==> src/common/cart_pkg.sv <==
// Cartridge host shared definitions
// Widths, divider phase tables, copier header size and cheat code layout
`default_nettype none

package cart_pkg;

	// ========================================================================
	// Data paths
	// ========================================================================
	localparam int ROM_ADDR_W   = 14;    // 16 KiB store
	localparam int IOCTL_ADDR_W = 16;
	localparam int BYTE_W       = 8;
	localparam int INDEX_W      = 8;     // Download index from the host

	// Copier header prepended by some dump tools
	localparam int HEADER_BYTES = 512;

	// ========================================================================
	// Clock enable divider
	// ========================================================================
	localparam int CE_PERIOD = 30;
	localparam int CE_CNT_W  = $clog2(CE_PERIOD);

	// Counter values on which each enable fires
	localparam logic [5:0][CE_CNT_W-1:0] CE_VDP_PHASES = {
		5'd29, 5'd24, 5'd19, 5'd14, 5'd9, 5'd4
	};
	localparam logic [2:0][CE_CNT_W-1:0] CE_PIX_PHASES = {5'd29, 5'd19, 5'd9};
	localparam logic [1:0][CE_CNT_W-1:0] CE_CPU_PHASES = {5'd24, 5'd9};

	// ========================================================================
	// Cheat codes
	// ========================================================================
	// {flags, address, compare, replace}, 32 bits each, flags on top
	localparam int CHEAT_W     = 128;
	localparam int CHEAT_BYTES = 16;
	localparam int CHEAT_WORDS = 4;

	localparam logic [INDEX_W-1:0] CHEAT_INDEX = '1;

endpackage

`default_nettype wire

==> src/cart/cart_reader.sv <==
// Cartridge reader
// Translates console read addresses through the learned mask, skipping the
// copier header when one is present, and returns the ROM data to the console
`timescale 1ns/1ps
`default_nettype none

module cart_reader (
	input  wire logic                           clk_sys,
	input  wire logic                           rst_n,
	input  wire logic                           cons_rd,
	input  wire logic [cart_pkg::ROM_ADDR_W-1:0] cons_addr,
	input  wire logic [cart_pkg::ROM_ADDR_W-1:0] rom_mask,
	input  wire logic [cart_pkg::ROM_ADDR_W-1:0] rom_mask_hdr,
	input  wire logic                           has_header,
	input  wire logic                           rd_valid,
	input  wire logic [cart_pkg::BYTE_W-1:0]     rd_data,
	output logic                                rd_req,
	output logic [cart_pkg::ROM_ADDR_W-1:0]     rd_addr,
	output logic [cart_pkg::BYTE_W-1:0]         cons_data,
	output logic                                cons_valid
);
	import cart_pkg::*;

	logic [ROM_ADDR_W-1:0] phys_addr;

	// Console address to ROM address
	always_comb begin
		if (has_header) begin
			phys_addr = (cons_addr + ROM_ADDR_W'(HEADER_BYTES)) & rom_mask_hdr;
		end else begin
			phys_addr = cons_addr & rom_mask;   // Mirrors small images
		end
	end

	always_ff @(posedge clk_sys) begin
		if (!rst_n) begin
			rd_req <= 1'b0;
		end else begin
			rd_req <= cons_rd;                  // One request per pulse
		end
	end

	always_ff @(posedge clk_sys) begin
		if (cons_rd) rd_addr <= phys_addr;
	end

	// Returned data goes straight back, arbiter keeps the order
	assign cons_valid = rd_valid;
	assign cons_data  = rd_data;

endmodule

`default_nettype wire

==> config.mk <==
export PLATFORM = sky130hd
export DESIGN_NAME = cart_reader
export DESIGN_NICKNAME = d
export VERILOG_FILES = /design/src/common/cart_pkg.sv /design/src/cart/cart_reader.sv
export SDC_FILE = /design/constraint.sdc
export NUM_CORES = 1
export LEC_CHECK = 0
export BUFFER_PORTS_ARGS = -buffer_cell sky130_fd_sc_hd__buf_2
export CORE_MARGIN = 3
export CORE_UTILIZATION = 35
export DETAILED_ROUTE_END_ITERATION = 8
export GPL_TIMING_DRIVEN = 0
export PLACE_DENSITY = 0.78
export RECOVER_POWER = 25
export REMOVE_ABC_BUFFERS = 1
export SETUP_SLACK_MARGIN = 0.2
export SLEW_MARGIN = 30
export SYNTH_ARGS = -nofsm -noshare
export SYNTH_HDL_FRONTEND = slang
export SYNTH_SLANG_ARGS = --single-unit
==> constraint.sdc <==
create_clock -name clk_sys -period 1.2 [get_ports clk_sys]
set_input_delay 0.12 -clock clk_sys [delete_from_list [all_inputs] [get_ports clk_sys]]
set_output_delay 0.12 -clock clk_sys [all_outputs]
set_load 0.005 [all_outputs]
### Word level (Yosys, flattened, before mapping)

Index checks and enable logic that the tools add are counted.

| cells by class | value |
|---|---|
| add/sub/neg operators | 1 |
| bitwise logic cells | 2 |
| mux-type cells | 1 |

Operators by type and width:

| kind | number |
|---|---|
| $and 14x14->14 | 2 |
| $add 14x10->14 const B | 1 |
| $mux 14 | 1 |

| storage, ports and cells | value |
|---|---|
| output and inout bits | 24 |
| flip-flop bits (word level) | 15 |
| bits of input ports | 55 |

### Depth between registers and ports, before layout

Gate-level depths: netlist of the first run.

| logic depth | value |
|---|---|
| word-level depth | 3 |
| gate-level depth with buffers | 4 |
| depth with buffers taken out | 4 |

### Worst setup path before layout of the first run

Ideal clock, no wire load.

| path | value |
|---|---|
| path kind | input -> register |
| start point | in cons_addr[9] in the netlist's numbering |
| end point | reg rd_addr[13] in the netlist's numbering, data pin |
| setup time | 0.261 ns |
| path slack | 0.309 ns |
| arrival time | 0.631 ns |
| buffers on the path | 0 |
| cell stages on the path | 4 |
| data required time | 0.939 ns |
| cell sequence | ha_1 nand3_1 xor2_1 o22ai_1 |

| between the ends | value |
|---|---|
| cells in the longest elaborated chain, start to end | 3 |

Ends and longest elaborated chain:

| what | line | text |
|---|---|---|
| from (decl) | cart_reader.sv:11 | `input wire logic [cart_pkg::ROM_ADDR_W-1:0] cons_addr,` |
| $add 14x10->14 | cart_reader.sv:29 | `phys_addr = (cons_addr + ROM_ADDR_W'(HEADER_BYTES)) & rom_mask_hdr;` |
| $and 14x14->14 | cart_reader.sv:29 |  |
| $mux 14 | cart_reader.sv:28 | `if (has_header) begin` |
| via phys_addr[13] | cart_reader.sv:24 | `logic [ROM_ADDR_W-1:0] phys_addr;` |
| to (signal assigned) | cart_reader.sv:44 | `if (cons_rd) rd_addr <= phys_addr;` |
| to (decl) | cart_reader.sv:18 | `output logic [cart_pkg::ROM_ADDR_W-1:0] rd_addr,` |

The timed path passes the listed nets, and every way through them passes these cells.
A chain may end at the register's enable or synchronous reset.

### Worst setup path after layout of the first run

| path | value |
|---|---|
| start point | reg rd_addr[9] in the netlist's numbering |
| end point | out rd_addr[9] in the netlist's numbering |

No word-level cell between the ends.

==> results of run 1 <==
[where the power goes]
part / internal, mW / total [mW] / switching, mW
combinational: 0.114 / 0.203 / 0.0883
sequential: 0.622 / 0.629 / 0.00791
clock: 0.129 / 0.276 / 0.148
[cells by family (layout without fill, tap and decap cells)]
kind of cell    count (synthesis)  in the layout  synth area share, %
simple gates                   25             25                 17.1
flops                          15             15                 54.7
buf+inv                        11             64                 10.7
mux                             9              9                 11.2
compound gates                  4              4                 2.64
xor+xnor                        2              2                 2.17
fa+ha+maj                       1              1                 1.55
[state kept, by name, summed over array words and instances (netlist names)]
name / flops
rd_addr: 14
rd_req: 1
[layout by cell type (no fill, tap or decap)]
cell	Yosys	layout
or3_1	1	1
nor2b_1	9	9
clkbuf_1	0	2
ha_1	1	1
o21ai_0	3	3
mux2i_1	9	9
edfxtp_1	14	14
and2_1	1	1
nand2_1	6	6
buf_2	0	59
dfxtp_1	1	1
xor2_1	2	2
nand3_1	5	5
clkbuf_4	0	3
nand3b_1	2	2
o22ai_1	1	1
nand4_1	1	1
[metrics by stage]
| step | power, mW | setup WS [ns] | cell area [um^2] | hold WS (ns) | utilization, % |
|---|---|---|---|---|---|
| 3_5_place_dp | 0.849 | 0.0403 | 1050 | 0.240 | 51.1 |
| 2_1_floorplan | 0.705 | 0.309 | 719 | 0.232 | - |
| 4_1_cts | 1.12 | 0.296 | 1080 | 0.0497 | 52.4 |
| 5_1_grt | 1.18 | 0.249 | 1080 | 0.0536 | 52.3 |
| 6_report | 1.11 | 0.312 | 1080 | 0.0564 | 52.3 |
| 3_3_place_gp | 0.840 | 0.121 | 1050 | 0.240 | 51.1 |
[layer usage]
metal | GRT usage (%) | vias to the layer above | wire length [um]
li1 | - | 338 | -
met1 | 10.4 | 289 | 590
met2 | 18.8 | 55 | 839
met3 | 7.76 | 2 | 348
met4 | 6.64 | 0 | 19
met5 | 0 | - | 0
[worst max-delay path by stage]
| stage | cells past startpoint | end | slack (ns) |
|---|---|---|---|
| after floorplan | 4 | rd_addr[13] | 0.31 |
| after global placement | 5 | rd_addr[13] | 0.12 |
| after detailed placement | 4 | rd_addr[12] | 0.04 |
| after CTS | 1 | rd_addr[9] | 0.30 |
| after global routing | 1 | rd_addr[9] | 0.25 |
| final | 1 | rd_addr[9] | 0.31 |
[final cells by class]
class / instances / area [um^2]
fill: 182 / 983
sequential: 15 / 440
timing repair buffer: 60 / 299
multi-input combinational: 41 / 279
tap: 27 / 33.8
clock buffer: 4 / 26.3
==> qor.csv, run 1 <==
stage,metric,value,unit
setup_path,Worst EP required,1.08,ns
setup_path,Crit Path Max Fanout,1,
hold_path,HP Class,input port to flop,
synth,Area contributors post-synth,"edfxtp_1, mux2i_1, buf_4",
hold_path,hold path depth,2,
cts,CTS tree,done,
status,outcome,finished clean,
cts,root buffer cell,clkbuf_4,
pwr,Worst VDD drop,0.364,mV
routing,vias after detailed routing,684,
pwr,Lkg Pwr,0.516,nW
setup_path,CP Class,flop to output port,
setup_path,crit path DAT,0.77,ns
place,Buffers on Ports,60,
cts,Max H-tree Level,1,
synth,post-synthesis cell area,806,um^2
routing,DR iter-0 viols,1,
global_route,vias in the first global route,584,
routing,WL final,1.80,mm
synth,Synth Warn #,0,
final_layout,Antenna diodes,0,
synth,"Seq/Total Area, Yosys",54.7,%
final_layout,fraction of layout cells with a size suffix above 1,51.7,%
floorplan,Die W,54.0,um
synth,Post-synth ARST share,0,%
synth,Avg Inst Size Synth,12.0,um^2
timing,setup TNS,0,ns
setup_path,startpoint class of the critical path,flop,
global_route,initial antenna violation count,0,
setup_path,cell family with most CP delay,flip-flops,
global_route,largest net degree at the start of global routing,21,
timing,Final Hold Vio Count,0,
timing,Pins Over Slew Limit,0,
cts,buffers inserted by post-CTS timing repair,0,
timing,RSZ-0062 raised after global routing,false,
hold_path,WHS Endpoint,rd_req,
floorplan,Starting Density,39.1,%
cts,TritonCTS Buffers,3,
routing,DR WL/cell,12.2,um
cts,post-cts hold buffer count,0,
timing,Slew headroom,51.2,%
floorplan,Die Height,54.0,um
timing,fin crit share,74.0,%
global_route,first-pass GRT wire length,2.32,mm
setup_path,CP peak stage delay,0.37,ns
timing,Fmax,1.13,GHz
final_layout,# nets final,177,
routing,DRC,0,
synth,post-synth top area share,52.2,%
hold_path,hold wc startpoint,rst_n,
cts,post-CTS resize count,0,
final_layout,Finished Layout Cells,147,
synth,"count leader, synth",edfxtp_1,
setup_path,worst-path cell chain,buf_2,
synth,cell taking the most area after synthesis,edfxtp_1,
cts,Max clock buf depth,2,
floorplan,io pins,79,
final_layout,Syn-to-layout area delta,33.9,%
synth,Post-synth EDFFs,14,
floorplan,Die Area,0.00291,mm^2
timing,number of setup violations in the final report,0,
timing,worst-margin pin slew,0.732,ns
floorplan,Placement Rows,16,
pwr,power per cell area,1030,mW/mm^2
place,placed insts,143,
cts,clock-pin slew on the worst setup and hold paths,0.08,ns
floorplan,CORE AREA,0.00206,mm^2
routing,Routed Antenna Nets,0,
cts,clock sink count,15,
global_route,grt total ovfl,0,
setup_path,critical path endpoint category,output port,
flow_run,Max-cap violations,0,
global_route,GRT Overall Usage,11.4,%
synth,Synth top cells by count,"edfxtp_1, buf_4, mux2i_1, nor2b_1, nand2_1",
timing,crit path time final,0.888,ns
setup_path,Worst Setup SP,rd_addr[9],
synth,register bit count reported by yosys,15,
synth,Netlist cell types,16,
synth,main flop type after synthesis,edfxtp_1,
routing,post-DR vias/cell,4.65,
place,RD Place Congestion,0.687,
setup_path,buffers and inverters on the worst path,1,
synth,Syn Inst Count,67,
routing,drt pass-1 iters,2,
setup_path,Crit-path slowest cell,edfxtp_1,
Power figures use the tool's default switching activity.
==> inputs of run 2 (changes only) <==
--- a/config.mk
+++ b/config.mk
@@ -7,10 +7,10 @@
 export LEC_CHECK = 0
 export BUFFER_PORTS_ARGS = -buffer_cell sky130_fd_sc_hd__buf_2
 export CORE_MARGIN = 3
-export CORE_UTILIZATION = 35
+export CORE_UTILIZATION = 32
 export DETAILED_ROUTE_END_ITERATION = 8
 export GPL_TIMING_DRIVEN = 0
-export PLACE_DENSITY = 0.78
+export PLACE_DENSITY = 0.75
 export RECOVER_POWER = 25
 export REMOVE_ABC_BUFFERS = 1
 export SETUP_SLACK_MARGIN = 0.2
==> constraint.sdc (replaced) <==
create_clock -name clk_sys -period 0.8 [get_ports clk_sys]
set_input_delay 0.08 -clock clk_sys [delete_from_list [all_inputs] [get_ports clk_sys]]
set_output_delay 0.08 -clock clk_sys [all_outputs]
set_load 0.005 [all_outputs]
==> run 2 against run 1 <==
Compared with the run above:
- the run now ends with setup timing left
- via count is 3.9% lower
- clock-buffer cell count is 1 lower
- first-iteration DRC count grew to 15 times the previous value
- die area is 8.3% higher
==> qor.csv, run 2 (synthesis results as in run 1) <==
stage,metric,value,unit
status,outcome,"finished, violations left",
status,failing checks,setup timing,
routing,Routed Antenna Nets,0,
routing,post-DR vias/cell,4.44,
final_layout,max reg flops,14,
final_layout,fraction of layout cells with a size suffix above 1,56.7,%
global_route,vias in the first global route,665,
final_layout,register area,442,um^2
timing,final worst slack,-0.0836,ns
routing,WL final,1.86,mm
global_route,GRT Overall Usage,11.6,%
floorplan,Die Area,0.00316,mm^2
routing,DR iter-0 viols,15,
cts,clock-pin slew on the worst setup and hold paths,0.09,ns
timing,setup TNS,-0.775,ns
setup_path,critical path endpoint category,output port,
timing,worst-margin pin slew,0.330,ns
cts,Max H-tree Level,1,
final_layout,Largest regs,"rd_addr x14, rd_req x1",
setup_path,CP peak stage delay,0.38,ns
routing,DR WL/cell,12.6,um
place,RD Place Congestion,0.698,
routing,DRC,0,
cts,Max clock buf depth,2,
timing,RSZ-0062 raised after global routing,true,
place,Worst Setup Slack post-DPL,-0.277,ns
timing,Fmax,1.13,GHz
final_layout,"most common cell after layout, fill and taps aside",buf_2,
setup_path,Crit-path slowest cell,edfxtp_1,
final_layout,# nets final,177,
floorplan,Placement Rows,17,
cts,post-cts hold buffer count,0,
final_layout,Antenna diodes,0,
setup_path,Worst EP required,0.72,ns
final_layout,"Most flops, register",rd_addr,
final_layout,Syn-to-layout area delta,40.8,%
hold_path,HP Class,input port to flop,
timing,crit path time final,0.884,ns
cts,CTS tree,done,
global_route,initial antenna violation count,0,
setup_path,Crit Path Max Fanout,1,
setup_path,CP Class,flop to output port,
timing,Final Hold Vio Count,0,
timing,Pins Over Slew Limit,0,
cts,root buffer cell,clkbuf_4,
setup_path,buffers and inverters on the worst path,1,
routing,drt pass-1 iters,4,
hold_path,WHS Endpoint,rd_req,
floorplan,CORE AREA,0.00230,mm^2
floorplan,Die Height,56.2,um
timing,Slew headroom,78.0,%
pwr,Lkg Pwr,0.533,nW
hold_path,hold wc startpoint,rst_n,
timing,fin crit share,110,%
routing,vias after detailed routing,657,
final_layout,most frequent cells in the layout,"buf_2, edfxtp_1, mux2i_1, nor2b_1, nand2_1",
setup_path,cell family with most CP delay,flip-flops,
pwr,Worst VDD drop,0.972,mV
cts,buffers inserted by post-CTS timing repair,0,
cts,clock sink count,15,
global_route,first-pass GRT wire length,2.88,mm
final_layout,Final Util,49.4,%
setup_path,startpoint class of the critical path,flop,
setup_path,crit path DAT,0.80,ns
cts,TritonCTS Buffers,3,
floorplan,Starting Density,35.1,%
pwr,power per cell area,1490,mW/mm^2
final_layout,post-route cell area,0.00113,mm^2
place,placed instance area,0.00105,mm^2
floorplan,Die W,56.2,um
setup_path,worst-path cell chain,buf_2,
timing,number of setup violations in the final report,14,
place,Buffers on Ports,60,
final_layout,area of the multi-input gates,302,um^2
flow_run,Max-cap violations,0,
hold_path,hold path depth,2,
pwr,"Power, Total",1.69,mW
global_route,grt total ovfl,0,
global_route,largest net degree at the start of global routing,21,
floorplan,io pins,79,
final_layout,# fillers,218,
## run 2: cell types whose count changed in the layout (fill, tap and decap cells not counted), moves of 2 or more
| cell | change |
|---|---|
| buf_2 | -3 |
| nand3_2 | +2 |
| buf_8 | +2 |
| clkbuf_1 | -2 |
| nand3_1 | -2 |
## run 2: how the worst max path moves through the flow
stage | startpoint | endpoint | depth (start not counted)
final | rd_addr[6] | rd_addr[6] | 1
after global routing | rd_addr[6] | rd_addr[6] | 1
after CTS | rd_addr[4] | rd_addr[4] | 1
after detailed placement | cons_addr[9] | rd_addr[13] | 5
after global placement | cons_addr[9] | rd_addr[13] | 5
after floorplan | cons_addr[9] | rd_addr[13] | 4
## run 2: what timing repair did
action / CTS / global route
resized for setup: 11 / 4
setup endpoints to repair: 29 / 17
pin swaps: 4 / 0
## run 2: routing by layer
| metal | share of wire [%] | global-route usage [%] |
|---|---|---|
| met1 | 31 | 10.5 |
| met5 | 0 | 0 |
| met3 | 9.7 | 5.34 |
| met4 | 1.1 | 4.07 |
| met2 | 58 | 22.0 |
## run 2: per-stage QoR
step	cells	hold slack [ns]
final	148	0.0131
after CTS	148	0.00705
after floorplan	56	0.160
after global routing	148	0.00212
after global placement	144	0.160
after detailed placement	144	0.160
## run 2: final cells by class
| cell class | count | share of cell area, % |
|---|---|---|
| clock buffers | 3 | 1.98 |
| well taps | 28 | 3.09 |
| clock inverters | 1 | 0.441 |
| repair buffers | 60 | 29.0 |
| multi-input cells | 41 | 26.6 |
| flip-flops and latches | 15 | 38.9 |
## run 2: power by group
| part | internal [mW] | switching (mW) |
|---|---|---|
| clock | 0.185 | 0.228 |
| sequential | 0.933 | 0.0155 |
| combinational | 0.191 | 0.137 |
| total | 1.31 | 0.380 |
==> inputs of run 3 (changes only) <==
--- a/config.mk
+++ b/config.mk
@@ -10,7 +10,7 @@
 export CORE_UTILIZATION = 32
 export DETAILED_ROUTE_END_ITERATION = 8
 export GPL_TIMING_DRIVEN = 0
-export PLACE_DENSITY = 0.75
+export PLACE_DENSITY_LB_ADDON = 0.12
 export RECOVER_POWER = 25
 export REMOVE_ABC_BUFFERS = 1
 export SETUP_SLACK_MARGIN = 0.2
==> run 3 against run 2 <==
Compared with the run above:
- the run still ends with setup timing left
- worst setup slack gained 0.018 ns
- sequential power shrank 0.4%
- die area is the same
- wire length grew 0.97%
- core utilization grew 0.44 points
==> qor.csv, run 3 (synthesis results as in run 1) <==
stage,metric,value,unit
setup_path,Worst path depth,1,
floorplan,Placement Rows,17,
cts,Max clock buf depth,2,
timing,worst-margin pin slew,0.334,ns
global_route,GRT Overall Usage,12.2,%
pwr,power per cell area,1490,mW/mm^2
timing,crit path time final,0.866,ns
routing,Routed Antenna Nets,0,
setup_path,critical path endpoint category,output port,
cts,root buffer cell,clkbuf_4,
final_layout,"Most flops, register",rd_addr,
place,placed insts,144,
timing,Final Hold Vio Count,0,
routing,DR WL/cell,12.6,um
setup_path,Worst Setup SP,rd_addr[8],
timing,Slew headroom,77.8,%
flow_run,Max-cap violations,0,
place,DP HPWL,1.39,mm
place,RD Place Congestion,0.730,
floorplan,Die W,56.2,um
setup_path,Crit-path slowest cell,edfxtp_1,
cts,clock-pin slew on the worst setup and hold paths,0.09,ns
final_layout,most frequent cells in the layout,"buf_2, edfxtp_1, mux2i_1, nor2b_1, nand2_1",
global_route,largest net degree at the start of global routing,21,
global_route,grt total ovfl,0,
global_route,vias in the first global route,710,
status,outcome,"finished, violations left",
final_layout,Largest regs,"rd_addr x14, rd_req x1",
cts,Max H-tree Level,1,
final_layout,# nets final,178,
final_layout,max reg flops,14,
routing,WL final,1.88,mm
cts,CTS tree,done,
final_layout,Antenna diodes,0,
setup_path,buffers and inverters on the worst path,1,
cts,clock sink count,15,
setup_path,Worst EP required,0.72,ns
routing,vias after detailed routing,689,
final_layout,"most common cell after layout, fill and taps aside",buf_2,
floorplan,CORE AREA,0.00230,mm^2
floorplan,Die Area,0.00316,mm^2
final_layout,Finished Layout Cells,149,
routing,DR iter-0 viols,2,
setup_path,CP Class,flop to output port,
final_layout,fraction of layout cells with a size suffix above 1,55.4,%
setup_path,crit path DAT,0.79,ns
routing,post-DR vias/cell,4.62,
status,failing checks,setup timing,
timing,Fmax,1.16,GHz
floorplan,io pins,79,
cts,TritonCTS Buffers,3,
floorplan,Starting Density,35.1,%
place,Worst Setup Slack post-DPL,-0.294,ns
pwr,Lkg Pwr,0.534,nW
hold_path,HP Class,input port to flop,
setup_path,startpoint class of the critical path,flop,
routing,drt pass-1 iters,2,
final_layout,Syn-to-layout area delta,42.1,%
timing,number of setup violations in the final report,14,
hold_path,hold path depth,2,
timing,final worst slack,-0.0656,ns
setup_path,Crit Path Max Fanout,1,
setup_path,CP peak stage delay,0.37,ns
hold_path,hold wc startpoint,rst_n,
global_route,initial antenna violation count,0,
pwr,Worst VDD drop,0.703,mV
timing,fin crit share,108,%
place,Buffers on Ports,60,
floorplan,Die Height,56.2,um
timing,RSZ-0062 raised after global routing,true,
timing,Pins Over Slew Limit,0,
setup_path,worst-path cell chain,buf_2,
routing,DRC,0,
global_route,first-pass GRT wire length,2.99,mm
setup_path,cell family with most CP delay,flip-flops,
==> run 3: timing repair <==
action                                 CTS  global route
resized for setup                       11             3
setup buffers                            1             0
setup endpoints to repair               29            18
endpoints found under the hold margin    1             0
pin swaps                                4             0
==> run 3: layout make-up <==
cell class,count,area (um^2)
Clock buffer,4,26.3
Fill cell,225,1150
Multi-Input combinational cell,41,309
Sequential cell,15,440
Tap cell,28,35.0
Timing Repair Buffer,61,334
==> run 3: worst paths after layout <==
check    endpoint  slack [ns]
min        rd_req        0.01
max    rd_addr[8]       -0.07
==> run 3: metrics by stage <==
step / hold WS (ns) / setup TNS (ns) / cell area (um^2) / utilization [%] / total power, mW
floorplan: 0.160 / -0.0513 / 719 / - / 1.06
global placement: 0.160 / -2.72 / 1050 / 45.9 / 1.26
detailed placement: 0.160 / -3.00 / 1050 / 45.9 / 1.27
CTS: -0.000922 / -0.983 / 1130 / 49.3 / 1.74
global route: 0.00643 / -1.35 / 1140 / 49.8 / 1.82
finish: 0.00974 / -0.643 / 1140 / 49.8 / 1.71
==> run 3: per-layer routing <==
layer  up-vias  track usage (%)  wire length, um
met1       301             11.9              612
met3         2             6.73              266
li1        338                -                -
met4         0             7.12               13
met2        48             20.2              988
met5         -                0                0
==> run 3: power by group <==
group	switching [mW]	total [mW]	internal, mW
Sequential	0.0118	0.944	0.932
Clock	0.231	0.425	0.193
Combinational	0.142	0.338	0.196
Total	0.385	1.71	1.32
